$ cat src/hw/isa_pkg.sv
package isa_pkg;

    localparam int REG_COUNT  = 16;
    localparam int REG_W      = 4;
    localparam int DATA_DEPTH = 256;
    localparam int DATA_AW    = $clog2(DATA_DEPTH);   // word index bits of the data RAM

    // five-bit major opcode, top of the instruction word
    typedef enum logic [4:0] {
        OP_LD   = 5'b00000,
        OP_ST   = 5'b00010,
        OP_ADD  = 5'b00011,
        OP_SUB  = 5'b00100,
        OP_AND  = 5'b00101,
        OP_OR   = 5'b00110,
        OP_ROTR = 5'b00111,
        OP_ROTL = 5'b01000,
        OP_SHR  = 5'b01001,
        OP_SHRA = 5'b01010,
        OP_SHL  = 5'b01011,
        OP_ADDI = 5'b01100,
        OP_ANDI = 5'b01101,
        OP_ORI  = 5'b01110,
        OP_MUL  = 5'b10000,
        OP_NEG  = 5'b10001,
        OP_NOT  = 5'b10010,
        OP_MFLO = 5'b11000,
        OP_MFHI = 5'b11001
    } opcode_e;

    typedef enum logic [3:0] {
        ALU_ADD  = 4'b0000,
        ALU_SUB  = 4'b0001,
        ALU_AND  = 4'b0010,
        ALU_OR   = 4'b0011,
        ALU_ROTR = 4'b0100,
        ALU_ROTL = 4'b0101,
        ALU_SHR  = 4'b0110,
        ALU_SHRA = 4'b0111,
        ALU_SHL  = 4'b1000,
        ALU_MUL  = 4'b1010,   // 1001 was div, not implemented
        ALU_NEG  = 4'b1011,
        ALU_NOT  = 4'b1100
    } alu_op_e;

    // three-register form: ra <= rb op rc
    typedef struct packed {
        opcode_e          opcode;
        logic [REG_W-1:0] ra;
        logic [REG_W-1:0] rb;
        logic [REG_W-1:0] rc;
        logic [14:0]      unused;
    } r_form_s;

    // register plus constant form, also ld/st with C(rb)
    typedef struct packed {
        opcode_e            opcode;
        logic [REG_W-1:0]   ra;
        logic [REG_W-1:0]   rb;
        logic signed [18:0] imm;
    } i_form_s;

    typedef union packed {
        r_form_s r_form;
        i_form_s i_form;
    } instr_word_u;

endpackage
$ cat src/hw/register_file.sv
`timescale 1ns/100ps

module register_file
    import isa_pkg::*;
(
    input  logic             clock,
    input  logic             rst,
    input  logic [REG_W-1:0] rd_addr_a,
    input  logic [REG_W-1:0] rd_addr_b,
    output logic [31:0]      rd_data_a,
    output logic [31:0]      rd_data_b,
    input  logic             wr_en,
    input  logic [REG_W-1:0] wr_addr,
    input  logic [31:0]      wr_data
);

    logic [31:0] regs [REG_COUNT];

    always_ff @(posedge clock)
    begin
        if (rst)
        begin
            for (int i = 0; i < REG_COUNT; i++)
            begin
                regs[i] <= '0;
            end
        end
        else if (wr_en && (wr_addr != '0))   // r0 stays zero
        begin
            regs[wr_addr] <= wr_data;
        end
    end

    // combinational reads, new value visible the cycle after the write
    assign rd_data_a = (rd_addr_a == '0) ? '0 : regs[rd_addr_a];
    assign rd_data_b = (rd_addr_b == '0) ? '0 : regs[rd_addr_b];

endmodule

$ cat config.mk
export PLATFORM = sky130hd
export DESIGN_NAME = register_file
export DESIGN_NICKNAME = d
export VERILOG_FILES = /design/src/hw/isa_pkg.sv /design/src/hw/register_file.sv
export SDC_FILE = /design/constraint.sdc
export NUM_CORES = 1
export LEC_CHECK = 0
export BUFFER_PORTS_ARGS = -buffer_cell sky130_fd_sc_hd__buf_2
export CORE_MARGIN = 4
export CORE_UTILIZATION = 60
export DETAILED_ROUTE_END_ITERATION = 6
export PLACE_DENSITY = 0.78
export SKIP_CTS_REPAIR_TIMING = 1
export SLEW_MARGIN = 20
export SYNTH_ARGS = -nofsm -noshare
export SYNTH_HDL_FRONTEND = slang
export SYNTH_SLANG_ARGS = --single-unit
$ cat constraint.sdc
create_clock -name clock -period 3.2 [get_ports clock]
set_clock_uncertainty 0.1 [all_clocks]
set_input_delay 0.64 -clock clock [delete_from_list [all_inputs] [get_ports clock]]
set_output_delay 0.64 -clock clock [all_outputs]
set_load 0.02 [all_outputs]
# Yosys cells after proc, flatten, opt, wreduce, memory -nomap -nowiden
# Memory sizes are Yosys's and may differ from the RTL's.
# Cells that the tools add are included.
op_classes:
  n_mux: 10
  reduce_logical: 5
ops:
  columns: ["op", "n"]
  rows:
  - ["32-bit 2-to-1 mux", 3]
  - ["32-bit OR reduction", 1]
  - ["4-bit logical NOT", 2]
  - ["1-bit 2-to-1 mux", 6]
  - ["4-bit 2-to-1 mux", 1]
  - ["4-bit nonzero test", 1]
  - ["1-bit logical AND", 1]
word_totals:
  regBits: 0
  ram_bits: 512
  inputBits: 47
  out_inout_bits: 64
  wordCells: 16
  memories: 1
memory_table:
  columns: ["memory", "words", "width", "rd", "rd_clocked_by_memory_dff", "write_ports", "line", "rtl"]
  rows:
  - ["regs", 16, 32, 2, 0, 16, "register_file.sv:17", "logic [31:0] regs [REG_COUNT];"]

# Longest topological paths before layout
logic_depth:
  ltp_word: 7
  ltp_mapped: 8
  ltp_nobuf: 4

# Worst setup path before layout
# OpenSTA, ideal clock, no wires.
synth_timing:
  path_type: "input to output"
  start: "input rd_addr_b[1]"
  end: "output rd_data_b[10]"
  arrival_time_ns: 2.127
  required_ns: 2.460
  slack_ns: 0.333
  path_stages: 5
  path_buffers: 3
  cell_sequence: "buf_2 > buf_2 > clkbuf_1 > mux4_2 > a221o_1"
synth_between:
  elab_chain_len: 2
  elab_cells_between_ends: 3
  classes_between: "mux: 1; reduce/logical: 1; memory: 1"
synth_rtl:
  columns: ["element", "line", "rtl"]
  rows:
  - ["start: declaration", "register_file.sv:9", "input logic [REG_W-1:0] rd_addr_b,"]
  - ["memory read 16 x 32 bit or 4-bit logical NOT (tied branches)", null, null]
  - ["32-bit 2-to-1 mux (*)", "register_file.sv:36", "assign rd_data_b = (rd_addr_b == '0) ? '0 : regs[rd_addr_b];"]
  - ["end: declaration", "register_file.sv:11", "output logic [31:0] rd_data_b,"]
# Mark *: on every way between the ends. The rest lies on a longest branch, timed or not.

# Worst setup path in the final report
layout_timing:
  start: "input rd_addr_b[1]"
  end: "output rd_data_b[24]"
# The elaborated chain is that of the path after synthesis.

==> results by group <==
Floorplan
  • Die W: 214 um
  • # IOs: 111
  • DIE AREA: 0.0460 mm^2
  • Core Region: 0.0420 mm^2
  • Starting density of the core: 60.8%
  • Die H: 214 um
  • FP Rows: 75

Timing
  • Fin. max-slew vios: 0
  • Max Freq: 0.317 GHz
  • Final setup viols: 0
  • RSZ-0062 raised after global routing: no
  • Fin. Hold Viols: 0
  • Worst Tran Pin Value: 1040 ps
  • Setup TNS: 0 ps
  • Minimum clock period after layout: 3160 ps
  • Crit share post-route: 98.6%
  • Slew margin rel.: 30.3%

CTS
  • H-Tree Depth: 2
  • CTS max path bufs: 3
  • CTS root buf: clkbuf_16
  • Clock Pin Slew Worst Setup and Hold Paths: 60 ps
  • CTS tree: yes
  • Clock sinks: 481
  • TritonCTS Buffers: 51

Cells and area
  • Max reg flops: 481
  • Layout cells sized above 1: 29.3%
  • Final core utilization: 69.1%
  • Final nets: 1924
  • Post-route cell area: 0.0291 mm^2
  • Ant diodes: 0
  • Reg with most FFs: regs
  • Area Growth Syn to Fin: 13.7%
  • Top Registers: regs: 481 flops

GRT
  • First-pass GRT wire length: 113000 um
  • Largest net degree at the start of global routing: 47
  • Total grt overflow: 0
  • Met1 Track Usage GR: 42.2%
  • Initial antenna violation count: 1
  • GR Layer Usage met3: 8.23%
  • Aggregate global-route resource usage: 33.1%
  • Met2 Usage GRT: 54.2%
  • Vias in the first global route: 17.5k
  • Busiest grt layer: met2

Hold path
  • Hold Path Stages: 1
  • Endpoint, Worst Hold: regs[0][30]$_SDFFCE_PN0P_
  • Hold crit path type: input port to flop
  • Hold wc startpoint: rst

Yosys
  • Area leader, netlist: edfxtp_1
  • Sequential cell area fraction in the yosys report: 56.5%
  • Avg Synthesized Cell Area: 14.4 um^2
  • Dominant cells by area after synthesis: edfxtp_1, mux4_2, and2_1, mux2_2, mux2i_1
  • Cells after synthesis: 1778
  • Post-Syn Nets: 1825
  • Synth Register Bits: 481
  • Netlist cell types: 34
  • Async SR Flop Fraction: 0%
  • Commonest cells post-synth: and2_1, edfxtp_1, mux4_2
  • Cell Area, Synth: 0.0256 mm^2
  • Post-synth top flop: edfxtp_1
  • Yosys warning count: 0
  • Post-synth EDFFs: 481
  • Share of Yosys cell area claimed by the top area cell type: 56.5%

Placed design
  • Post-DP Area: 0.0273 mm^2
  • Detailed placement HPWL: 46300 um
  • IO Port Bufs: 110
  • RD Place Congestion: 0.874

Setup path
  • Critical path class: input port to primary output
  • Worst setup EP type: primary output
  • Top fanout value on the critical path: 20
  • WP data required: 2460 ps
  • Worst EP arrival: 2420 ps
  • CP Launch Type: input port

Power
  • P_sw: 3.82 mW
  • Worst VDD drop: 0.403 mV
  • Logic gate share of total power: 13.5%
  • Switching Share: 24.9%
  • Clock power share: 37.6%
  • PD cells: 528 mW/mm^2
  • Register share of total power: 48.9%
  • Static leakage: 10.4 nW
  • P_int: 11.5 mW

Route
  • Routed WL per cell: 31.9 um
  • Routed Antenna Nets: 0
  • Detail-routed via count per cell: 6.99
  • Drt total wl: 78400 um
  • DRC: 0
  • DRT iter0 DRCs: 2685
  • DR vias: 17.1k
  • DR pass1 iterations: 6

Outcome
  • Status: completed

Run
  • Max-Cap Viols: 0
power groups by stage:
stage          clock network [mW]  logic (mW)  registers (mW)
2_1_floorplan                   0        1.29            7.53
3_3_place_gp                    0        1.98            7.59
3_5_place_dp                    0        1.99            7.62
4_1_cts                      5.80        2.01            7.49
5_1_grt                      6.08        2.15            7.53
6_report                     5.77        2.07            7.50
layout make-up:
class                   instances  area [um^2]
clock inverters                31          244
flip-flops and latches        481        14400
repair buffers                226         1900
multi-input cells            1116        10400
inverters                       1         3.75
well taps                     539          674
clock buffers                  60         1350
fillers                      2795        13000
critical path: stages:
cell	delay (ps)
buf_6	120
buf_6	220
buf_12	200
buf_4	270
mux4_2	360
a221o_1	400
buf_2	170
through the flow:
| step | cells | power (mW) | hold WS (ps) | setup slack, ps |
|---|---|---|---|---|
| 3_3_place_gp | 2357 | 9.56 | 952 | -31.5 |
| 6_report | 2454 | 15.3 | 362 | 44.2 |
| 2_1_floorplan | 1778 | 8.82 | 737 | 333 |
| 4_1_cts | 2448 | 15.3 | 341 | -129 |
| 3_5_place_dp | 2357 | 9.61 | 956 | -68.2 |
| 5_1_grt | 2454 | 15.8 | 354 | 1.38 |
per-layer routing:
layer  part of all wire (%)  routed length [um]
met4                    5.4                4200
met5                      0                   0
met2                     48               37600
met3                     12                9600
met1                     34               27000
placed cells by master, fill, tap and decap left out, types with 2 or more instances in the layout:
| master | n |
|---|---|
| nand2_1 | 5 |
| nor3_2 | 3 |
| nor3_1 | 33 |
| a2111oi_0 | 2 |
| o22a_1 | 29 |
| nand2b_2 | 2 |
| edfxtp_1 | 481 |
| nor2_2 | 12 |
| a22oi_1 | 29 |
| nand3b_1 | 2 |
| and2_1 | 480 |
| nor2b_4 | 5 |
| nand2b_1 | 3 |
| mux2_2 | 65 |
| buf_16 | 3 |
| clkbuf_16 | 57 |
| clkinv_2 | 15 |
| buf_2 | 106 |
| mux4_2 | 159 |
| a221o_1 | 32 |
| or2_2 | 15 |
| clkbuf_1 | 7 |
| nor2_1 | 33 |
| a21oi_1 | 2 |
| mux2i_1 | 64 |
| buf_12 | 25 |
| bufinv_16 | 4 |
| o22ai_1 | 33 |
| nor2b_1 | 36 |
| buf_4 | 82 |
| a311oi_1 | 2 |
| a221oi_1 | 32 |
| o31a_1 | 29 |
| clkinv_1 | 11 |
| buf_6 | 5 |
cells by family after synthesis:
logic type | share of synthesized area (%)
flops | 56.5
mux | 19.4
other cells | 0.0147
buf+inv | 3.08
compound gates | 6.28
simple gates | 14.8
worst max path at each step:
stage	depth (start not counted)	endpoint	startpoint
6_report	7	rd_data_b[24]	rd_addr_b[1]
3_3_place_gp	6	rd_data_b[28]	rd_addr_b[0]
4_1_cts	6	rd_data_b[7]	rd_addr_b[0]
3_5_place_dp	6	rd_data_b[20]	rd_addr_b[0]
5_1_grt	8	rd_data_b[24]	rd_addr_b[1]
2_1_floorplan	5	rd_data_b[10]	rd_addr_b[1]
No activity file was read; power rests on OpenSTA's default activity.
