File: config.mk
export PLATFORM = sky130hd
export DESIGN_NAME = execute_stage
export DESIGN_NICKNAME = d
export VERILOG_FILES = /design/src/hw/isa_pkg.sv /design/src/hw/pipe_pkg.sv /design/src/hw/execute_stage.sv
export SDC_FILE = /design/constraint.sdc
export NUM_CORES = 2
export LEC_CHECK = 0
export BUFFER_PORTS_ARGS = -buffer_cell sky130_fd_sc_hd__buf_2
export CELL_PAD_IN_SITES_DETAIL_PLACEMENT = 1
export CELL_PAD_IN_SITES_GLOBAL_PLACEMENT = 1
export CORE_MARGIN = 2
export CORE_UTILIZATION = 35
export CTS_CLUSTER_DIAMETER = 120
export DETAILED_ROUTE_END_ITERATION = 7
export PLACE_DENSITY = 0.58
export SLEW_MARGIN = 40
export SYNTH_ARGS = -nofsm -noshare
export SYNTH_HDL_FRONTEND = slang
export SYNTH_SLANG_ARGS = --single-unit
File: constraint.sdc
create_clock -name clock -period 28.8 [get_ports clock]
set_clock_uncertainty 0.05 [all_clocks]
set_input_delay 5.76 -clock clock [delete_from_list [all_inputs] [get_ports clock]]
set_output_delay 5.76 -clock clock [all_outputs]
set_load 0.01 [all_outputs]
File: src/hw/isa_pkg.sv
package isa_pkg;

    localparam int REG_COUNT  = 16;
    localparam int REG_W      = 4;
    localparam int DATA_DEPTH = 256;
    localparam int DATA_AW    = $clog2(DATA_DEPTH);   // word index bits of the data RAM

    // five-bit major opcode, top of the instruction word
    typedef enum logic [4:0] {
        OP_LD   = 5'b00000,
        OP_ST   = 5'b00010,
        OP_ADD  = 5'b00011,
        OP_SUB  = 5'b00100,
        OP_AND  = 5'b00101,
        OP_OR   = 5'b00110,
        OP_ROTR = 5'b00111,
        OP_ROTL = 5'b01000,
        OP_SHR  = 5'b01001,
        OP_SHRA = 5'b01010,
        OP_SHL  = 5'b01011,
        OP_ADDI = 5'b01100,
        OP_ANDI = 5'b01101,
        OP_ORI  = 5'b01110,
        OP_MUL  = 5'b10000,
        OP_NEG  = 5'b10001,
        OP_NOT  = 5'b10010,
        OP_MFLO = 5'b11000,
        OP_MFHI = 5'b11001
    } opcode_e;

    typedef enum logic [3:0] {
        ALU_ADD  = 4'b0000,
        ALU_SUB  = 4'b0001,
        ALU_AND  = 4'b0010,
        ALU_OR   = 4'b0011,
        ALU_ROTR = 4'b0100,
        ALU_ROTL = 4'b0101,
        ALU_SHR  = 4'b0110,
        ALU_SHRA = 4'b0111,
        ALU_SHL  = 4'b1000,
        ALU_MUL  = 4'b1010,   // 1001 was div, not implemented
        ALU_NEG  = 4'b1011,
        ALU_NOT  = 4'b1100
    } alu_op_e;

    // three-register form: ra <= rb op rc
    typedef struct packed {
        opcode_e          opcode;
        logic [REG_W-1:0] ra;
        logic [REG_W-1:0] rb;
        logic [REG_W-1:0] rc;
        logic [14:0]      unused;
    } r_form_s;

    // register plus constant form, also ld/st with C(rb)
    typedef struct packed {
        opcode_e            opcode;
        logic [REG_W-1:0]   ra;
        logic [REG_W-1:0]   rb;
        logic signed [18:0] imm;
    } i_form_s;

    typedef union packed {
        r_form_s r_form;
        i_form_s i_form;
    } instr_word_u;

endpackage
File: src/hw/pipe_pkg.sv
package pipe_pkg;

    import isa_pkg::*;

    // which value is written back
    typedef enum logic [1:0] {
        SRC_ALU = 2'd0,
        SRC_HI  = 2'd1,
        SRC_MEM = 2'd2,
        SRC_LO  = 2'd3
    } result_src_e;

    // decode -> execute
    typedef struct packed {
        opcode_e          opcode;
        alu_op_e          alu_op;
        logic [31:0]      op_a;       // rb, or base for st
        logic [31:0]      op_b;       // rc or sign-extended constant
        logic [31:0]      st_data;    // ra value for st
        logic [REG_W-1:0] dest;
        logic             reg_write;
        logic             mem_write;
        result_src_e      result_src;
        logic             is_mul;
    } decoded_s;

    // execute -> memory, hi/lo already folded into result
    typedef struct packed {
        logic [31:0]      result;     // alu value or data address
        logic [31:0]      st_data;
        logic [REG_W-1:0] dest;
        logic             reg_write;
        logic             mem_write;
        result_src_e      result_src;
    } executed_s;

    // one record per instruction, in program order
    typedef struct packed {
        logic [REG_W-1:0] dest;
        logic             reg_write;
        logic [31:0]      value;      // st data for stores, lo for mul
    } retire_s;

endpackage

File: src/hw/execute_stage.sv
`timescale 1ns/100ps

module execute_stage
    import isa_pkg::*;
    import pipe_pkg::*;
(
    input  logic      clock,
    input  logic      rst,
    input  logic      in_valid,
    input  decoded_s  in,
    output logic      in_ready,
    output logic      out_valid,
    output executed_s out,
    input  logic      out_ready
);

    logic               in_fire;
    logic [31:0]        hi;
    logic [31:0]        lo;
    logic signed [63:0] product;
    logic [4:0]         shamt;
    logic [63:0]        rot_r;
    logic [63:0]        rot_l;
    logic [31:0]        alu_y;
    executed_s          exe;

    assign in_ready = !out_valid || out_ready;
    assign in_fire  = in_valid && in_ready;

    assign product = $signed(in.op_a) * $signed(in.op_b);
    assign shamt   = in.op_b[4:0];                 // shifts and rotates use low five bits
    assign rot_r   = {in.op_a, in.op_a} >> shamt;
    assign rot_l   = {in.op_a, in.op_a} << shamt;

    always_comb
    begin
        case (in.alu_op)
            ALU_SUB:  alu_y = in.op_a - in.op_b;
            ALU_AND:  alu_y = in.op_a & in.op_b;
            ALU_OR:   alu_y = in.op_a | in.op_b;
            ALU_ROTR: alu_y = rot_r[31:0];
            ALU_ROTL: alu_y = rot_l[63:32];
            ALU_SHR:  alu_y = in.op_a >> shamt;
            ALU_SHRA: alu_y = $signed(in.op_a) >>> shamt;
            ALU_SHL:  alu_y = in.op_a << shamt;
            ALU_MUL:  alu_y = product[31:0];       // lo half
            ALU_NEG:  alu_y = -in.op_a;
            ALU_NOT:  alu_y = ~in.op_a;
            default:  alu_y = in.op_a + in.op_b;   // also ld/st address
        endcase
    end

    always_comb
    begin
        case (in.opcode)
            OP_MFHI: exe.result = hi;
            OP_MFLO: exe.result = lo;
            default: exe.result = alu_y;
        endcase
        exe.st_data    = in.st_data;
        exe.dest       = in.dest;
        exe.reg_write  = in.reg_write;
        exe.mem_write  = in.mem_write;
        exe.result_src = in.result_src;
    end

    // hi/lo update as mul moves into the output register
    always_ff @(posedge clock)
    begin
        if (rst)
        begin
            hi        <= '0;
            lo        <= '0;
            out_valid <= 1'b0;
        end
        else
        begin
            if (in_fire && in.is_mul)
            begin
                {hi, lo} <= product;
            end
            if (in_ready)
            begin
                out_valid <= in_valid;
            end
        end
    end

    always_ff @(posedge clock)
    begin
        if (in_fire)
        begin
            out <= exe;
        end
    end

endmodule

# --- Word-level counts from Yosys, hierarchy flattened ---
# Index checks and enable logic that the tools add are counted.
totals:
  reg_bits: 137
  inputBits: 118
op_classes:
  addsub: 3
  multipliers: 1
  n_eq_ne: 13
  shift: 5
  mux: 2
  bitwise_logic: 3
  reduce_logical: 4
op_table:
  columns: ["operator", "count"]
  rows:
  - ["case mux 32 bit (11 select lines)", 1]
  - ["multiplier 32 x 32 -> 64 bit", 1]
  - ["case mux 32 bit (2 select lines)", 1]
  - ["left shift 64 x 5 -> 64 bit", 1]
  - ["right shift 64 x 5 -> 32 bit", 1]
  - ["adder 32 bit", 1]
  - ["AND 32 bit", 1]
  - ["negation 32 bit", 1]
  - ["inverter 32 bit", 1]
  - ["bitwise OR 32 bit", 1]
  - ["left shift 32 x 5 -> 32 bit", 1]
  - ["right shift 32 x 5 -> 32 bit", 1]
  - [">>> shifter 32 x 5 -> 32 bit", 1]
  - ["subtractor 32 bit", 1]
  - ["equality test 4 x 3 -> 1 bit, second input constant", 4]
  - ["equality test 4 bit, second input constant", 4]
  - ["equality test 5 bit, second input constant", 2]
  - ["equality test 4 x 2 -> 1 bit, second input constant", 2]
  - ["equality test 4 x 1 -> 1 bit, second input constant", 1]
  - ["logical AND 1 bit", 2]
  - ["zero test 1 bit", 1]
  - ["logical OR 1 bit", 1]

# --- Depth between registers and ports, before layout ---
logic_depth:
  ltp_word: 4
  depth_mapped: 33

# --- Worst setup path after synthesis ---
# No wires, ideal clock.
synth_path:
  kind: "in2reg"
  from: "input port in[104] (netlist bit)"
  to: "register hi[28]"
  setup_ps: 117
  t_arrival_ps: 13689
  t_required_ps: 28633
  slack_ps: 14944
  cell_stages: 27
  n_path_buf: 5
  path_cell_list: "clkbuf_1 clkbuf_1 clkbuf_1 clkbuf_1 nand2_1 inv_1 fa_1 fa_1 fa_1 fa_1 fa_1 inv_1 fa_1 fa_1 inv_1 fa_1 ha_1 clkbuf_1 a21o_1 a21o_1 a21o_1 a21o_1 a21o_1 a31oi_1 nor2b_1 o21ai_0 a32o_1"
synth_between:
  elab_chain_len: 1
synth_lines:
  columns: ["item", "line", "text"]
  rows:
  - ["from (decl)", "execute_stage.sv:10", "input decoded_s in,"]
  - ["multiplier 32 x 32 -> 64 bit", "execute_stage.sv:30", "assign product = $signed(in.op_a) * $signed(in.op_b);"]
  - ["to (signal assigned)", "execute_stage.sv:80", "{hi, lo} <= product;"]
  - ["to (decl)", "execute_stage.sv:18", "logic [31:0] hi;"]
# Every way passes these cells.
# A chain may end at the register's enable or synchronous reset.

# --- Final worst setup path ---
layout_path:
  from: "input port in[104] (netlist bit)"
  to: "register hi[30]"
# Same word-level chain as after synthesis.

==> results <==
- The run finished with clean final reports.
- Of the available clock period, the critical path in the final layout requires 0.505.
- For this run, design rule violations remaining after detail routing come to 0.
- At the end of the flow, the number of nets in the layout was 6,994.
- The total I/O pin count is 192.
- Entering global routing, the biggest net connects 58 pins.
- The type of the setup path with the least slack is in -> reg.
- In this run the number of H-tree levels came out at 4.
- The mean number of vias per cell is 5.54.
- The post-synthesis async set-or-reset flop share is 0.
- Along the worst path, the maximum fanout reaches 20.
- For this configuration, the core starts out at a cell density of 0.353.
- Among cell families on the critical path, the largest total delay comes from adder cells.
- After filler insertion, the fill cell instance count of the layout stands at 16,583.
- The flip-flop and latch count after synthesis is 137.
- The global-route met2 utilization is 0.463.
- The post-synthesis cell area is 50,200 µm².
- The endpoint identified for the worst register-to-register timing path is hi[15]$_SDFFE_PP0P_.
- The post-CTS setup repair buffer count is 0.
- The DRC marker count from the first detailed-route iteration is 3,459.
- The area share of the largest cell type after synthesis is 0.432.
- The first-pass detailed-route iteration total is 6.
- Counting every net in the synthesized netlist gives 7,081.
- Sorting the synthesized cells by how often they occur yields sky130_fd_sc_hd__fa_1 (1,083), sky130_fd_sc_hd__inv_1 (1,031), sky130_fd_sc_hd__nand2_1 (771).
- The time the final worst path needs with I/O delays and setup is 14.54 ns.
- The critical path goes through buf_2 > buf_4 > clkinv_1 > nor2_2 > fa_1 > fa_1 > fa_1 > inv_1 > fa_1 > inv_1 > fa_1 > fa_1 > fa_1 > fa_1 > ha_1 > nand4_1 > or3_1 > or2_2 > o21ai_1 > a21oi_1 > o41ai_1 > xor2_1 > a22o_1.
- The CTS clock-pin slew for the worst setup and hold paths is 0.07 ns.
- The aggregate global-route resource usage is 0.281.
- The setup-violating endpoint count in the final report is 0.
- Yosys mapped the design onto 94 distinct sky130hd cell types.
- The sequential area share after synthesis is 0.0690.
- The number of cell rows is 138.
- The dominant register cell in the synthesized netlist is sky130_fd_sc_hd__edfxtp_1.
- The total area inside the core boundary comes to 142,000 µm².
- Input and output buffers added on the ports amount to 191.
- Summed over all failing endpoints, the final setup total negative slack is 0 ns.
- The global-route wire length before repair is 305,000 µm.
- The final RePlAce weighted congestion is 1.01.
- The die outline height is 383 µm.
- The worst reg-to-reg path cell count is 9.
- The number of buffers and inverters on the critical path is 5.
- Setup repair after global routing left no endpoint under its margin.
- The startpoint identified for the worst hold timing path is lo[12]$_SDFFE_PP0P_.
- In this design, the critical path's most frequently occurring cell is sky130_fd_sc_hd__fa_1.
- Wires add up to 202,000 µm.
- The synthesis warning total is 0.
- The headroom to the max-slew limit is 0.397.
- Post-CTS repair changed the size of 0 cells.
- The routed length per instance is 27.0 µm.
- The worst hold path depth is 2.
- Setup slack on the worst reg-to-reg path comes out at 26.55 ns.
- Sorting the synthesized cells by area gives the leading types as sky130_fd_sc_hd__fa_1 (43%), sky130_fd_sc_hd__inv_1 (7.7%), sky130_fd_sc_hd__nand2_1 (5.8%).
- The root buffer selected by CTS is sky130_fd_sc_hd__clkbuf_16.
- The initial antenna violation count is 16.
- After technology mapping, the gate count stands at 5,660.
- In the global route stage, met1 resource usage came out at 0.383.
- The number of buffers added by the clock tree synthesis step is 17.
- The synthesized design contains 72 enable-type register cells.
- The die is 383 µm wide.
- The worst min-delay path class is reg -> reg.
- The vias after detailed routing is 41,442.
- The worst register-to-register path begins at out_valid$_SDFFE_PP0N_.
- At the pin with the least slew margin, the transition time is 0.898 ns.
- The total die area is 146,000 µm².
- A synthesized cell averages 8.86 µm².
- The cts-stage hold buffer count is 0.
- The cell with the largest stage delay on the worst path is sky130_fd_sc_hd__nor2_2.
- Counting along the longest clock path gives a buffer depth of 2.
- For the worst setup path, the data required time is 29.09 ns.
- The worst setup path is captured at a flip-flop.
- For the worst-skew pair, the clock arrives at the later sink with an insertion delay of 0.46 ns.
- The data arrival at the endpoint of the critical path is 14.84 ns.
- The worst setup path is launched from an input port.
- The half-perimeter wire length after detailed placement is 155,000 µm.
- In the final layout, the share of cells above drive strength 1 is 0.0845.
- For met3 alone, demand over resource in global routing was 0.0357.
- The area added between synthesis and finish is 6.74%.
- The top achievable clock speed is 68.8 MHz.
- The via count of the first global-routing pass came to 45,607.
- The count of max-cap constraint violations is 0.
- Counting every sink on the clock net gives 137.
- The clock tree from TritonCTS is done.
- The number of hold-slack violations in the final timing report is 0.
- The synthesized design spends more area on one cell type than any other, namely sky130_fd_sc_hd__fa_1.
- The maximum single-stage delay on the critical path is 0.75 ns.
- The path with the worst hold slack has its endpoint at lo[12]$_SDFFE_PP0P_.
- The most common cell in the synthesized netlist is sky130_fd_sc_hd__fa_1.
- The count of final max-slew check failures came to 0.
- The sum of overflow across all layers after global routing is 0.
- The detail route stage leaves a number of antenna-violating nets equal to 0.
- met2 is the most crowded layer.
-- cell type report --
| class | count | area, µm² | share of cell area |
|---|---|---|---|
| multi-input combinational | 4078 | 41300 | 0.772 |
| sequential | 137 | 3460 | 0.0647 |
| tap | 1890 | 2360 | 0.0442 |
| clock inverter | 15 | 203 | 0.00379 |
| clock buffer | 17 | 425 | 0.00795 |
| timing repair buffer | 304 | 1880 | 0.0351 |
| inverter | 1035 | 3880 | 0.0726 |
| antenna | 1 | 2.50 | 0.0000467 |
-- registers in the layout, summed over array words and instances (netlist names) --
register   cells
out           72
hi            32
lo            32
out_valid      1
-- worst max-delay path by stage --
stage                     cells past startpoint  slack [ns]                   to  startpoint
after global routing                         25       13.74  hi[31]$_SDFFE_PP0P_     in[104]
final                                        23       14.26  hi[30]$_SDFFE_PP0P_     in[104]
after detailed placement                     23       13.81  hi[30]$_SDFFE_PP0P_     in[104]
after CTS                                    23       14.27  hi[30]$_SDFFE_PP0P_     in[104]
after floorplan                              27       14.94  hi[28]$_SDFFE_PP0P_     in[104]
after global placement                       23       13.62  hi[30]$_SDFFE_PP0P_     in[104]
-- tightest hold or removal path: stages, from the launching register on --
cell                      delay (ns)
sky130_fd_sc_hd__dfxtp_1        0.31
sky130_fd_sc_hd__nand2_1        0.05
sky130_fd_sc_hd__a21oi_1        0.05
-- placed cells by master, fill, tap and decap left out, drive strengths merged, types with 9 or more instances in the layout --
master,count
o21a,9
nor3,47
dfxtp,65
buf,304
nand4,20
nor4,13
o21bai,16
a21o,63
o2111ai,32
xnor2,88
fa,1083
mux2,24
and3,9
o211ai,33
edfxtp,72
nor2b,16
o31ai,19
a22oi,11
nand2,771
a221oi,16
xor2,58
a22o,12
o22ai,41
nand2b,31
mux4,59
and2,441
inv,1041
o221ai,17
nor2,233
o21ai,142
nand3,43
a21oi,248
mux2i,77
a211oi,30
a31oi,33
ha,220
clkbuf,17
-- kinds of logic after synthesis --
group	synth area share
AOI/OAI and AO/OA	0.103
muxes	0.0472
buffers and inverters	0.109
adders and majority gates	0.487
and+or+nand+nor	0.159
xor gates and xnor gates	0.0255
DFF	0.0690
-- per-stage QoR --
| stage | utilization | cells | cell area (µm²) | setup WS [ns] | hold slack [ns] |
|---|---|---|---|---|---|
| detailed placement | 0.372 | 7443 | 52900 | 13.81 | 0.398 |
| CTS | 0.377 | 7475 | 53500 | 14.27 | 0.407 |
| global route | 0.377 | 7476 | 53500 | 13.74 | 0.432 |
| global placement | 0.372 | 7441 | 52800 | 13.62 | 0.391 |
| finish | 0.377 | 7477 | 53500 | 14.26 | 0.406 |
| floorplan | - | 5660 | 50200 | 14.94 | 0.381 |
-- per-layer routing --
metal / routed length (µm) / up-vias
li1: - / 17458
met1: 86800 / 22239
met2: 95300 / 1402
met3: 12600 / 331
met4: 7420 / 12
met5: 85 / -
Power is left out: the tool's default activity adds up to more than one toggle a clock period on the data nets, which glitch-free logic cannot reach.
