[src/hw/isa_pkg.sv]
package isa_pkg;

    localparam int REG_COUNT  = 16;
    localparam int REG_W      = 4;
    localparam int DATA_DEPTH = 256;
    localparam int DATA_AW    = $clog2(DATA_DEPTH);   // word index bits of the data RAM

    // five-bit major opcode, top of the instruction word
    typedef enum logic [4:0] {
        OP_LD   = 5'b00000,
        OP_ST   = 5'b00010,
        OP_ADD  = 5'b00011,
        OP_SUB  = 5'b00100,
        OP_AND  = 5'b00101,
        OP_OR   = 5'b00110,
        OP_ROTR = 5'b00111,
        OP_ROTL = 5'b01000,
        OP_SHR  = 5'b01001,
        OP_SHRA = 5'b01010,
        OP_SHL  = 5'b01011,
        OP_ADDI = 5'b01100,
        OP_ANDI = 5'b01101,
        OP_ORI  = 5'b01110,
        OP_MUL  = 5'b10000,
        OP_NEG  = 5'b10001,
        OP_NOT  = 5'b10010,
        OP_MFLO = 5'b11000,
        OP_MFHI = 5'b11001
    } opcode_e;

    typedef enum logic [3:0] {
        ALU_ADD  = 4'b0000,
        ALU_SUB  = 4'b0001,
        ALU_AND  = 4'b0010,
        ALU_OR   = 4'b0011,
        ALU_ROTR = 4'b0100,
        ALU_ROTL = 4'b0101,
        ALU_SHR  = 4'b0110,
        ALU_SHRA = 4'b0111,
        ALU_SHL  = 4'b1000,
        ALU_MUL  = 4'b1010,   // 1001 was div, not implemented
        ALU_NEG  = 4'b1011,
        ALU_NOT  = 4'b1100
    } alu_op_e;

    // three-register form: ra <= rb op rc
    typedef struct packed {
        opcode_e          opcode;
        logic [REG_W-1:0] ra;
        logic [REG_W-1:0] rb;
        logic [REG_W-1:0] rc;
        logic [14:0]      unused;
    } r_form_s;

    // register plus constant form, also ld/st with C(rb)
    typedef struct packed {
        opcode_e            opcode;
        logic [REG_W-1:0]   ra;
        logic [REG_W-1:0]   rb;
        logic signed [18:0] imm;
    } i_form_s;

    typedef union packed {
        r_form_s r_form;
        i_form_s i_form;
    } instr_word_u;

endpackage
[src/hw/pipe_pkg.sv]
package pipe_pkg;

    import isa_pkg::*;

    // which value is written back
    typedef enum logic [1:0] {
        SRC_ALU = 2'd0,
        SRC_HI  = 2'd1,
        SRC_MEM = 2'd2,
        SRC_LO  = 2'd3
    } result_src_e;

    // decode -> execute
    typedef struct packed {
        opcode_e          opcode;
        alu_op_e          alu_op;
        logic [31:0]      op_a;       // rb, or base for st
        logic [31:0]      op_b;       // rc or sign-extended constant
        logic [31:0]      st_data;    // ra value for st
        logic [REG_W-1:0] dest;
        logic             reg_write;
        logic             mem_write;
        result_src_e      result_src;
        logic             is_mul;
    } decoded_s;

    // execute -> memory, hi/lo already folded into result
    typedef struct packed {
        logic [31:0]      result;     // alu value or data address
        logic [31:0]      st_data;
        logic [REG_W-1:0] dest;
        logic             reg_write;
        logic             mem_write;
        result_src_e      result_src;
    } executed_s;

    // one record per instruction, in program order
    typedef struct packed {
        logic [REG_W-1:0] dest;
        logic             reg_write;
        logic [31:0]      value;      // st data for stores, lo for mul
    } retire_s;

endpackage

[src/hw/decode_stage.sv]
`timescale 1ns/100ps

module decode_stage
    import isa_pkg::*;
    import pipe_pkg::*;
(
    input  logic             clock,
    input  logic             rst,
    input  logic             in_valid,
    input  instr_word_u      in_instr,
    output logic             in_ready,
    output logic             out_valid,
    output decoded_s         out,
    input  logic             out_ready,
    output logic [REG_W-1:0] rd_addr_a,
    output logic [REG_W-1:0] rd_addr_b,
    input  logic [31:0]      rd_data_a,
    input  logic [31:0]      rd_data_b,
    input  logic             wb_valid,
    input  logic [REG_W-1:0] wb_reg
);

    opcode_e              opcode;
    logic                 is_store;
    logic                 use_a;
    logic                 use_b;
    logic                 use_imm;
    logic [31:0]          imm_ext;
    logic                 hazard;
    logic                 load_ok;
    logic                 in_fire;
    logic [REG_COUNT-1:0] pending;       // one bit per register awaiting write-back
    logic [REG_COUNT-1:0] pending_set;
    logic [REG_COUNT-1:0] pending_clr;
    decoded_s             dec;

    assign opcode   = in_instr.r_form.opcode;
    assign is_store = (opcode == OP_ST);

    // st reads ra as data and rb as base, everything else reads rb/rc
    assign rd_addr_a = is_store ? in_instr.i_form.ra : in_instr.r_form.rb;
    assign rd_addr_b = is_store ? in_instr.i_form.rb : in_instr.r_form.rc;

    assign imm_ext = {{13{in_instr.i_form.imm[18]}}, in_instr.i_form.imm};

    assign use_a   = !(opcode inside {OP_MFHI, OP_MFLO});
    assign use_b   = opcode inside {OP_ST, OP_ADD, OP_SUB, OP_AND, OP_OR, OP_ROTR,
                                    OP_ROTL, OP_SHR, OP_SHRA, OP_SHL, OP_MUL};
    assign use_imm = opcode inside {OP_LD, OP_ST, OP_ADDI, OP_ANDI, OP_ORI};

    always_comb
    begin
        dec            = '0;
        dec.opcode     = opcode;
        dec.op_a       = is_store ? rd_data_b : rd_data_a;
        dec.op_b       = use_imm ? imm_ext : rd_data_b;
        dec.st_data    = rd_data_a;
        dec.dest       = in_instr.r_form.ra;
        dec.reg_write  = !is_store;
        dec.mem_write  = is_store;
        dec.is_mul     = (opcode == OP_MUL);

        case (opcode)
            OP_SUB:  dec.alu_op = ALU_SUB;
            OP_AND:  dec.alu_op = ALU_AND;
            OP_ANDI: dec.alu_op = ALU_AND;
            OP_OR:   dec.alu_op = ALU_OR;
            OP_ORI:  dec.alu_op = ALU_OR;
            OP_ROTR: dec.alu_op = ALU_ROTR;
            OP_ROTL: dec.alu_op = ALU_ROTL;
            OP_SHR:  dec.alu_op = ALU_SHR;
            OP_SHRA: dec.alu_op = ALU_SHRA;
            OP_SHL:  dec.alu_op = ALU_SHL;
            OP_MUL:  dec.alu_op = ALU_MUL;
            OP_NEG:  dec.alu_op = ALU_NEG;
            OP_NOT:  dec.alu_op = ALU_NOT;
            default: dec.alu_op = ALU_ADD;   // add, addi and ld/st address
        endcase

        case (opcode)
            OP_LD:   dec.result_src = SRC_MEM;
            OP_MFHI: dec.result_src = SRC_HI;
            OP_MFLO: dec.result_src = SRC_LO;
            default: dec.result_src = SRC_ALU;
        endcase
    end

    // RAW on either source, or WAW on the destination
    assign hazard = (use_a && pending[rd_addr_a])
                 || (use_b && pending[rd_addr_b])
                 || (dec.reg_write && pending[dec.dest]);

    assign load_ok  = !out_valid || out_ready;
    assign in_ready = load_ok && !hazard;
    assign in_fire  = in_valid && in_ready;

    assign pending_set = (in_fire && dec.reg_write && (dec.dest != '0))
                       ? (REG_COUNT'(1) << dec.dest) : '0;
    assign pending_clr = wb_valid ? (REG_COUNT'(1) << wb_reg) : '0;

    always_ff @(posedge clock)
    begin
        if (rst)
        begin
            pending   <= '0;
            out_valid <= 1'b0;
        end
        else
        begin
            pending <= (pending & ~pending_clr) | pending_set;
            if (load_ok)
            begin
                out_valid <= in_valid && !hazard;
            end
        end
    end

    always_ff @(posedge clock)
    begin
        if (in_fire)
        begin
            out <= dec;
        end
    end

endmodule

[config.mk]
export PLATFORM = sky130hd
export DESIGN_NAME = decode_stage
export DESIGN_NICKNAME = d
export VERILOG_FILES = /design/src/hw/isa_pkg.sv /design/src/hw/pipe_pkg.sv /design/src/hw/decode_stage.sv
export SDC_FILE = /design/constraint.sdc
export NUM_CORES = 1
export LEC_CHECK = 0
export BUFFER_PORTS_ARGS = -buffer_cell sky130_fd_sc_hd__clkbuf_2
export CAP_MARGIN = 40
export CORE_ASPECT_RATIO = 0.9
export CORE_MARGIN = 2
export CORE_UTILIZATION = 26
export CTS_CLUSTER_DIAMETER = 80
export DETAILED_ROUTE_END_ITERATION = 10
export MAX_ROUTING_LAYER = met4
export PLACE_DENSITY_LB_ADDON = 0.3
export SETUP_SLACK_MARGIN = 0.15
export SLEW_MARGIN = 15
export SYNTH_ARGS = -nofsm -noshare
export SYNTH_HDL_FRONTEND = slang
export SYNTH_SLANG_ARGS = --single-unit
[constraint.sdc]
create_clock -name clock -period 11.8 [get_ports clock]
set_clock_uncertainty 0.15 [all_clocks]
set_input_delay 2.36 -clock clock [delete_from_list [all_inputs] [get_ports clock]]
set_output_delay 2.36 -clock clock [all_outputs]
set_load 0.02 [all_outputs]
Yosys cells after proc, flatten, opt, wreduce, memory -nomap -nowiden
Memory sizes are Yosys's and may differ from the RTL's. A register that Yosys moved wholly into a read port is not among the register bits.
Index checks and enable logic that the tools add are counted.
- register bits: 127
- ROM bits: 128
- bits of input ports: 105
- output and inout bits: 124
- word-level logic and storage cells: 69
- memories: 1
- memory list (memory ; words ; bits a word ; read ports ; clocked after Yosys merged registers in ; wr ports ; line ; RTL):
    (no name shown) ; 32 ; 4 ; 1 ; 1 ; 0 ; decode_stage.sv:63 ; case (opcode)
- $lt $le $gt $ge: 3
- equal/unequal tests: 16
- shift-type cells: 2
- mux-type cells: 13
- bitwise operators: 3
- reductions and logical operators: 20
- operators by type and width (kind ; count):
    $mux 32 ; 2
    $eq 5x4->1 const B ; 7
    $mux 16 ; 2
    $shl 1x4->16 const A ; 2
    $eq 5x3->1 const B ; 4
    $and 16x16->16 ; 1
    $not 16->16 ; 1
    $or 16x16->16 ; 1
    $eq 5x5->1 const B ; 3
    $lt 4x5->1 const B ; 3
    $bmux 1 s4 ; 3
    $reduce_bool 11->1 ; 1
    $eq 5x2->1 const B ; 2
    $logic_and 1x1->1 ; 8
    $mux 4 ; 2
    $pmux 2 s3 ; 1
    $logic_not 5->1 ; 1
    $reduce_bool 5->1 ; 1
    $logic_not 1->1 ; 4
    $reduce_bool 4->1 ; 1
    $logic_or 1x1->1 ; 3
    $mux 1 ; 3
    $reduce_bool 2->1 ; 1

Depth between registers and ports, before layout
Gate-level depths: netlist of the first run.
- word-level depth: 14
- mapped depth: 12
- mapped depth without buffers: 10

Least setup slack after synthesis of the first run
Ideal clock, no wire load.
- kind: in2reg
- from: in in_instr[27] (netlist bit)
- to: reg out[0] (netlist bit), enable pin
- library setup time: 0.589 ns
- arrival time: 9.345 ns
- required time: 11.061 ns
- setup slack: 1.717 ns
- cell stages on the path: 10
- path buffers: 1
- cells stage by stage: inv_1 ha_1 nor4b_4 mux2_4 mux2_4 or3_1 a311oi_2 o211ai_2 buf_6 nor2_1
- cells in the longest elaborated chain, start to end: 10
- elaborated cells on any way between the ends: 31
- classes of those cells: 13 x eq/ne; 6 x mux; 12 x reduce/logical
- ends and longest elaborated chain (element ; line ; RTL):
    from (decl) ; decode_stage.sv:10 ; input instr_word_u in_instr,
    $eq 5x2->1 ; decode_stage.sv:38 ; assign is_store = (opcode == OP_ST);
    $mux 4 ; decode_stage.sv:41 ; assign rd_addr_a = is_store ? in_instr.i_form.ra : in_instr.r_form.rb;
    via rd_addr_a[0] ; decode_stage.sv:15 ; output logic [REG_W-1:0] rd_addr_a,
    $bmux 1 s4 ; decode_stage.sv:89 ; assign hazard = (use_a && pending[rd_addr_a])
    $mux 1 (not written as such) ; decode_stage.sv:89 ;
    $logic_and 1x1->1 ; decode_stage.sv:89 ;
    $logic_or 1x1->1 ; decode_stage.sv:90 ; || (use_b && pending[rd_addr_b])
    $logic_or 1x1->1 ; decode_stage.sv:91 ; || (dec.reg_write && pending[dec.dest]);
    $logic_not 1->1 ; decode_stage.sv:94 ; assign in_ready = load_ok && !hazard;
    $logic_and 1x1->1 ; decode_stage.sv:94 ;
    $logic_and 1x1->1 ; decode_stage.sv:95 ; assign in_fire = in_valid && in_ready;
    via in_fire ; decode_stage.sv:31 ; logic in_fire;
    to (signal assigned) ; decode_stage.sv:122 ; out <= dec;
    to (decl) ; decode_stage.sv:13 ; output decoded_s out,
The timed path passes the listed nets, and every way through them passes these cells. The select of a mux whose other input is x is not followed.
A chain may end at the register's enable or synchronous reset.

Final worst setup path of the first run
- from: in in_instr[27] (netlist bit)
- to: out in_ready
- cells in the longest elaborated chain, start to end: 9
- elaborated cells on any way between the ends: 30
- classes of those cells: 13 x eq/ne; 6 x mux; 11 x reduce/logical
- ends and longest elaborated chain (element ; line ; RTL):
    $eq 5x2->1 ; decode_stage.sv:38, decode_stage.sv:47 ;
    $mux 4 (on tied branches) ; decode_stage.sv:41, decode_stage.sv:42 ;
    $bmux 1 s4 (on tied branches) ; decode_stage.sv:89, decode_stage.sv:90 ;
    $mux 1 (on tied branches) ; decode_stage.sv:89, decode_stage.sv:90 ;
    $logic_and 1x1->1 (on tied branches) ; decode_stage.sv:89, decode_stage.sv:90 ;
    $logic_or 1x1->1 ; decode_stage.sv:90 ;
    $logic_or 1x1->1 (*) ; decode_stage.sv:91 ;
    $logic_not 1->1 (*) ; decode_stage.sv:94 ;
    $logic_and 1x1->1 (*) ; decode_stage.sv:94 ;
    to (decl) ; decode_stage.sv:11 ; output logic in_ready,
Mark *: on every way between the ends. The rest lies on a longest branch, timed or not. The select of a mux whose other input is x is not followed.

==> results_dict.tcl, run 1 <==
set metrics [dict create \
    htreeDepth 4 \
    detail_route.wl_per_cell_um 17.1 \
    worstSkewPairLatency_ns 0.42 \
    antenna_left 0 \
    clkTransAtPathRegs_ns 0.07 \
    synth.area.mux_share_pct 9.44 \
    die_h_um 148 \
    maxCapViolCount 0 \
    path_cells "clkbuf_2 -> inv_1 -> ha_1 -> nor4b_4 -> buf_4 -> inv_2 -> mux2_2 -> or4b_1 -> a211oi_1 -> a311oi_2 -> o211ai_2 -> buf_4 -> inv_1 -> clkbuf_2" \
    vias 4687 \
    hold_path_depth 2 \
    drv_slew 0 \
    place.gp.congestion 0.876 \
    ctsHoldBuffers 0 \
    final.min_clock_period_ns 8.14 \
    post_cts_buffers 0 \
    grt_pass1_vias 4504 \
    worstPathMaxFanout 26 \
    startpoint_type "input pin" \
    numCtsBuffers 17 \
    fin_tns_setup_ns 0 \
    routed_wl_um 17400 \
    power.density_nw_per_um2 159 \
    critPathBufInv 7 \
    grt_util_all_layers_pct 14.7 \
    combPwrFrac_pct 14.5 \
    cp.arrival_ns 5.63 \
    cp.depth 14 \
    max_freq_mhz 123 \
    cts_tree "done" \
    max_slew_margin_pct 46.7 \
    tightest_slew_ns 0.799 \
    pwr-share-seq_pct 43.7 \
    yosys_warnings 0 \
    swShare_pct 27.6 \
    synth_nets 590 \
    layout-drive-gt1-share_pct 42.7 \
    slowest_stage "or4b_1" \
    dp_hpwl_um 12700 \
    worstPathRequired_ns 9.29 \
    row_count 52 \
    leakagePower_uw 0.00349 \
    r2r_cells 10 \
    die_area_um2 24300 \
    synth_top_family_by_area "simple AND/OR/NAND/NOR gates" \
    ys.flop_type "edfxtp_1" \
    yosys.area_share.simple_pct 14.0 \
    ir_worst_vdd_mv 0.0794 \
    final_nets 819 \
    areaGrowthSynthToFinish_pct 34.6 \
    syn_area_um2 5990 \
    io_buffer_count 228 \
    antenna_found_initial 1 \
    synthArstFlopShare_pct 0 \
    switchingPower_uw 353 \
    worst_path_largest_cell_delay_ns 0.48 \
    whs_ns 0.387 \
    dr.pass1.iters 5 \
    fin_crit_sh_pct 69.0 \
    hold_path_class "reg -> reg" \
    intPower_uw 927 \
    synth_edf_count 114 \
    coreArea_um2 22600 \
    avgSynthCellArea_um2 12.5 \
    grt_pass1_wl_um 25900 \
    rsz0062_at_grt "false" \
    cp_top_family "buffers and inverters" \
    syn-instance-count 480 \
    yosys.area_share.xor_xnor_pct 0 \
    p_total_uw 1280 \
    grt_max_degree 62 \
    synth_compound_area_share_pct 10.0 \
    start_util_pct 26.5 \
    drc_errors 0 \
    synth-seq-cells 131 \
    gr-total-overflow 0 \
    cts_root_buffer "clkbuf_16" \
    rrSetupSlack_ns 8.00 \
    boundaryPins 229 \
    avgViaCountPerCell 4.60 \
    die_width_um 164 \
    status "finished, final reports clean" \
    ctsLongestPathBuffers 2 \
    yosysSeqAreaShare_pct 62.8 \
    cts_num_sinks 131 \
    drt-initial-drc-count 324 \
    crit_type "in -> out" \
    cts_resized 0 \
    end_kind "primary output" \
    clockPowerShare_pct 41.8 \
    setup_violations 0 \
    hold_violations 0 \
    synth.distinct_cells 49 \
    synth_fa_ha_area_share_pct 1.04 \
]
[layout by cell type (no fill, tap or decap), types with 11 or more instances in the layout]
master	synthesis	final
clkbuf_2	0	228
edfxtp_1	114	114
nand3_1	11	11
a21o_1	15	15
nand2_1	124	124
mux2_2	22	22
dfxtp_1	17	17
clkbuf_16	0	17
nand2b_1	14	14
mux2i_1	22	22
[kinds of logic (layout without fill, tap and decap cells)]
| logic type | count (synthesis) | in the layout |
|---|---|---|
| AOI/OAI and AO/OA | 72 | 72 |
| adders and majority gates | 5 | 5 |
| buffers and inverters | 36 | 278 |
| DFF | 131 | 131 |
| muxes | 49 | 49 |
| other | 0 | 1 |
| and+or+nand+nor | 187 | 187 |
[tightest hold or removal path: cells and delay by family (launching register included)]
family | cells | cell delay (ns)
DFF | 1 | 0.35
and+or+nand+nor | 1 | 0.08
AOI/OAI and AO/OA | 1 | 0.06
[power by group through the flow]
stage	Combinational, µW	Sequential, µW	Clock [µW]
2_1_floorplan	65.3	618	0
3_3_place_gp	187	569	0
3_5_place_dp	188	570	0
4_1_cts	188	560	547
5_1_grt	201	562	570
6_report	185	559	535
[metal layers]
layer,vias up,part of all wire (%),global-route usage [%],wire [µm]
met2,187,49,24.0,8560
met5,-,0,-,0
met4,0,0.56,3.73,97
met3,8,9.6,5.58,1680
met1,2244,41,17.0,7090
li1,2248,-,-,-
[metrics by stage]
step | std cells | instance area (µm²) | setup slack, ns | util, %
finish | 1020 | 8060 | 3.66 | 35.7
global route | 1020 | 8060 | 3.41 | 35.7
CTS | 1019 | 8060 | 3.65 | 35.7
detailed placement | 987 | 7460 | 3.66 | 33.1
global placement | 986 | 7440 | 3.41 | 33.0
floorplan | 480 | 5990 | 1.72 | -
[cell usage after synthesis (all sizes together), types with 10 or more instances]
cell type | count | area share [%]
nand2 | 124 | 7.8
edfxtp | 114 | 57
mux2 | 24 | 4.6
mux2i | 22 | 3.7
clkbuf | 17 | 1.1
dfxtp | 17 | 5.7
a21o | 15 | 1.9
o41ai | 15 | 3.1
nand2b | 14 | 1.5
nand3 | 11 | 0.92
nor2 | 11 | 0.69
o211ai | 10 | 1.3
[cell type report]
cell class | instances | area, µm²
fillers | 2237 | 14500
flip-flops and latches | 131 | 3760
multi-input cells | 313 | 2080
repair buffers | 236 | 1210
clock buffers | 18 | 429
well taps | 297 | 372
clock inverters | 14 | 166
inverters | 10 | 37.5
diodes | 1 | 2.50
[state kept, by name, summed over array words and instances (netlist names)]
| register | cells |
|---|---|
| out | 114 |
| pending | 16 |
| out_valid | 1 |
[path summary, 6_finish.rpt]
path | from | end
max reg2reg | pending[3]$_SDFF_PP0_ | out[69]$_DFFE_PP_
min reg2reg | pending[5]$_SDFF_PP0_ | pending[5]$_SDFF_PP0_
max | in_instr[27] | in_ready
min | pending[5]$_SDFF_PP0_ | pending[5]$_SDFF_PP0_
(Power assumes the default switching activity.)
==> run 2, diff against run 1 <==
==> constraint.sdc (replaced) <==
create_clock -name clock -period 7.9 [get_ports clock]
set_clock_uncertainty 0.15 [all_clocks]
set_input_delay 1.58 -clock clock [delete_from_list [all_inputs] [get_ports clock]]
set_output_delay 1.58 -clock clock [all_outputs]
set_load 0.02 [all_outputs]
==> run 2 against run 1 <==
- combinational power increased by 54%
- critical path depth fell by 2
- die area is the same
- largest power group unchanged
- sequential share of layout area is essentially flat
- critical endpoint unchanged
- power up 47%
- first-iteration DRC count up 3.1%
- design area hardly changed
- sequential power grew 49%
- highest routed layer unchanged
- global-route usage increased by 0.23 points
- via count increased by 0.43%
==> results_dict.tcl, run 2 (synthesis results as in run 1) <==
set metrics [dict create \
    drc_errors 0 \
    end_kind "primary output" \
    power.density_nw_per_um2 233 \
    start_util_pct 26.5 \
    final.min_clock_period_ns 6.30 \
    ir_worst_vdd_mv 0.108 \
    place.gp.congestion 0.823 \
    detail_route.wl_per_cell_um 17.6 \
    slowest_stage "buf_4" \
    worstPathMaxFanout 47 \
    drv_slew 0 \
    antenna_left 0 \
    dp_hpwl_um 13200 \
    swShare_pct 29.2 \
    areaGrowthSynthToFinish_pct 34.6 \
    worstSkewPairLatency_ns 0.42 \
    grt_pass1_wl_um 26300 \
    routed_wl_um 17900 \
    cp_top_family "buffers and inverters" \
    antenna_found_initial 0 \
    die_width_um 164 \
    max_slew_margin_pct 49.5 \
    htreeDepth 4 \
    hold_violations 0 \
    pwr-share-seq_pct 44.3 \
    fin_util_pct 35.7 \
    grt_max_degree 48 \
    max_freq_mhz 159 \
    vias 4707 \
    layout_common_cells "clkbuf_2 (228), nand2_1 (124), edfxtp_1 (114), mux2i_1 (22), mux2_2 (22)" \
    worst_path_largest_cell_delay_ns 0.54 \
    fin_crit_sh_pct 79.8 \
    crit_type "in -> out" \
    layout-drive-gt1-share_pct 42.8 \
    gr-total-overflow 0 \
    die_h_um 148 \
    post_cts_buffers 0 \
    die_area_um2 24300 \
    fillCellCount 2259 \
    clockPowerShare_pct 40.5 \
    ctsHoldBuffers 0 \
    coreArea_um2 22600 \
    grt_pass1_vias 4395 \
    worstPathRequired_ns 6.17 \
    tightest_slew_ns 0.756 \
    boundaryPins 229 \
    numCtsBuffers 17 \
    p_total_uw 1880 \
    largest_register_ffs 114 \
    path_cells "clkbuf_2 -> inv_1 -> ha_1 -> nor4b_4 -> buf_4 -> mux2_4 -> mux2_4 -> or3_1 -> a311oi_2 -> o211ai_2 -> inv_1 -> clkbuf_2" \
    hold_path_class "reg -> reg" \
    critPathBufInv 5 \
    dr.pass1.iters 5 \
    drt-initial-drc-count 334 \
    cp.arrival_ns 4.57 \
    final_nets 821 \
    clkTransAtPathRegs_ns 0.06 \
    avgViaCountPerCell 4.61 \
    startpoint_type "input pin" \
    largest_register "out" \
    cts_resized 0 \
    maxCapViolCount 0 \
    n_antenna_cell 0 \
    fin_tns_setup_ns 0 \
    setup_violations 0 \
    leakagePower_uw 0.00350 \
    row_count 52 \
    io_buffer_count 228 \
    status "finished, final reports clean" \
    final_common_cell "clkbuf_2" \
    switchingPower_uw 550 \
    ctsLongestPathBuffers 2 \
    rsz0062_at_grt "false" \
    combPwrFrac_pct 15.2 \
    cts_root_buffer "clkbuf_16" \
    cts_tree "done" \
    intPower_uw 1330 \
    cts_num_sinks 131 \
    top_regs "out x114, pending x16, out_valid x1" \
    whs_ns 0.387 \
    grt_util_all_layers_pct 14.9 \
]
==> run 2: cell count changes in the layout (fill, tap and decap cells not counted), sizes merged <==
cell      previous run  this run
buf                  8        10
bufinv               2         0
clkbuf             246       245
clkinvlp             3         2
diode                1         0
inv                 16        20
==> run 2: through the flow <==
step / setup slack [ns] / std cells / area [µm²]
6_report: 1.60 / 1021 / 8070
5_1_grt: 1.39 / 1021 / 8070
4_1_cts: 1.56 / 1021 / 8070
3_5_place_dp: 1.58 / 989 / 7500
3_3_place_gp: 1.65 / 988 / 7470
2_1_floorplan: 0.547 / 480 / 5990
==> run 2: metal layers <==
metal  up-vias  track usage, %  share of wire, %
li1       2240               -                 -
met1      2242            18.0                42
met2       209            23.7                47
met3        16            5.13               9.7
met4         0            4.30               1.1
met5         -               -                 0
==> run 2: power groups by stage <==
stage	clock network [µW]	logic (µW)	registers, µW
after floorplan	0	97.8	918
after global placement	0	285	850
after detailed placement	0	289	850
after CTS	786	290	836
after global routing	817	308	840
final	762	285	835
==> run 2: final cells by class <==
cell class / count / area [µm²] / area share [%]
Sequential cell: 131 / 3760 / 46.7
Multi-Input combinational cell: 313 / 2080 / 25.8
Timing Repair Buffer: 238 / 1250 / 15.5
Clock buffer: 17 / 425 / 5.27
Tap cell: 297 / 372 / 4.61
Clock inverter: 15 / 141 / 1.75
Inverter: 10 / 37.5 / 0.465
==> run 2: final timing paths <==
kind,startpoint,to,slack [ns],cells past startpoint
worst min register to register,pending[4]$_SDFF_PP0_,pending[4]$_SDFF_PP0_,0.39,2
worst min-delay path,pending[4]$_SDFF_PP0_,pending[4]$_SDFF_PP0_,0.39,2
worst max register to register,pending[3]$_SDFF_PP0_,out[37]$_DFFE_PP_,4.67,10
worst max-delay path,in_instr[27],in_ready,1.60,12
==> run 2: worst reg2reg max path, stage by stage (launching register included) <==
cell and delay, ns:
dfxtp_1 0.37, mux4_2 0.48, nor3_1 0.14, or4b_1 0.16, a211oi_1 0.07, a311oi_2 0.27, o211ai_2 0.16, buf_4 0.25
nor2_4 0.36, buf_16 0.21, buf_4 0.29
==> run 3, diff against run 2 <==
==> constraint.sdc (replaced) <==
create_clock -name clock -period 5.65 [get_ports clock]
set_clock_uncertainty 0.15 [all_clocks]
set_input_delay 1.13 -clock clock [delete_from_list [all_inputs] [get_ports clock]]
set_output_delay 1.13 -clock clock [all_outputs]
set_load 0.02 [all_outputs]
==> run 3 against run 2 <==
- routed wire length is 5.0% lower
- count of clock-buffer cells in the layout increased by 1
- register-to-register slack worse by 2.0 ns
- power is 40% higher
- design area up 0.20%
- first-iteration DRC count down 2.7%
- combinational power grew 38%
- worst setup slack got worse by 0.99 ns
- cell count barely moved
- global-route usage is 0.58 points lower
- critical endpoint unchanged
==> results_dict.tcl, run 3 (synthesis results as in run 1) <==
set metrics [dict create \
    cts_resized 0 \
    largest_register_ffs 114 \
    boundaryPins 229 \
    io_buffer_count 228 \
    ir_worst_vdd_mv 0.173 \
    power.density_nw_per_um2 326 \
    status "finished, final reports clean" \
    avgViaCountPerCell 4.57 \
    start_util_pct 26.5 \
    layout-drive-gt1-share_pct 43.0 \
    cts_tree "done" \
    fin_tns_setup_ns 0 \
    max_slew_margin_pct 51.5 \
    crit_type "in -> out" \
    n_antenna_cell 0 \
    fin_util_pct 35.8 \
    grt_util_all_layers_pct 14.4 \
    row_count 52 \
    dp_hpwl_um 12500 \
    final_nets 820 \
    maxCapViolCount 0 \
    grt_pass1_vias 4488 \
    gr-total-overflow 0 \
    startpoint_type "input pin" \
    fin_cells 1020 \
    tightest_slew_ns 0.725 \
    dr.pass1.iters 4 \
    rsz0062_at_grt "false" \
    max_freq_mhz 198 \
    hold_path_class "reg -> reg" \
    dpl.cell_count 988 \
    top_regs "out x114, pending x16, out_valid x1" \
    worstPathRequired_ns 4.37 \
    layout_common_cells "clkbuf_2 (228), nand2_1 (124), edfxtp_1 (114), mux2i_1 (22), mux2_2 (22)" \
    vias 4664 \
    cts_num_sinks 131 \
    cp.arrival_ns 3.76 \
    die_width_um 164 \
    die_h_um 148 \
    die_area_um2 24300 \
    hold_violations 0 \
    ctsHoldBuffers 0 \
    clkTransAtPathRegs_ns 0.06 \
    numCtsBuffers 17 \
    drc_errors 0 \
    largest_register "out" \
    setup_violations 0 \
    end_kind "primary output" \
    worstPathMaxFanout 20 \
    detail_route.wl_per_cell_um 16.7 \
    coreArea_um2 22600 \
    worstSkewPairLatency_ns 0.41 \
    drt-initial-drc-count 325 \
    antenna_left 0 \
    place.gp.congestion 0.851 \
    areaGrowthSynthToFinish_pct 34.9 \
    antenna_found_initial 0 \
    place_ws_ns 0.607 \
    post_cts_buffers 0 \
    fin_crit_sh_pct 89.2 \
    cts_root_buffer "clkbuf_16" \
    leakagePower_uw 0.00349 \
    ctsLongestPathBuffers 2 \
    routed_wl_um 17000 \
    htreeDepth 4 \
    final_common_cell "clkbuf_2" \
    grt_pass1_wl_um 25600 \
    p_total_uw 2630 \
    grt_max_degree 66 \
    drv_slew 0 \
    final.min_clock_period_ns 5.04 \
    setup_ws_ns 0.609 \
]
run 3: worst max-delay path, stage by stage:
cell	delay, ns
clkbuf_2	0.20
inv_12	0.09
ha_4	0.15
nor4b_4	0.29
buf_4	0.31
inv_2	0.06
buf_4	0.21
nand2_1	0.09
nand2_1	0.09
or3_1	0.39
a311oi_2	0.30
o211ai_2	0.20
inv_1	0.08
clkbuf_2	0.16
run 3: cell type report:
class | instances | area, µm²
clock buffer | 18 | 429
clock inverter | 14 | 144
fill | 2247 | 14500
inverter | 10 | 50.0
multi-input combinational | 313 | 2090
sequential | 131 | 3760
tap | 297 | 372
timing repair buffer | 237 | 1230
run 3: worst paths after layout:
kind,startpoint,to,slack (ns),cells after the start
max,in_instr[27],in_ready,0.61,14
min,pending[4]$_SDFF_PP0_,pending[4]$_SDFF_PP0_,0.39,2
max reg2reg,pending[3]$_SDFF_PP0_,out[101]$_DFFE_PP_,2.67,9
min reg2reg,pending[4]$_SDFF_PP0_,pending[4]$_SDFF_PP0_,0.39,2
run 3: stage by stage:
stage	hold slack, ns	cell area (µm²)
final	0.392	8080
after global placement	0.371	7510
after floorplan	0.320	6020
after detailed placement	0.375	7510
after global routing	0.400	8080
after CTS	0.384	8080
run 3: layer usage:
metal | global-route usage, % | part of all wire [%]
met2 | 22.8 | 48
met1 | 17.8 | 43
met5 | - | 0
met3 | 4.38 | 7.9
met4 | 3.90 | 1.1
run 3: report_power, final:
part | switching, µW | total, µW | internal [µW] | leakage, µW
Clock | 454 | 1070 | 620 | 0.000269
Combinational | 262 | 392 | 130 | 0.00201
Sequential | 20.3 | 1170 | 1150 | 0.00121
Total | 736 | 2630 | 1900 | 0.00349
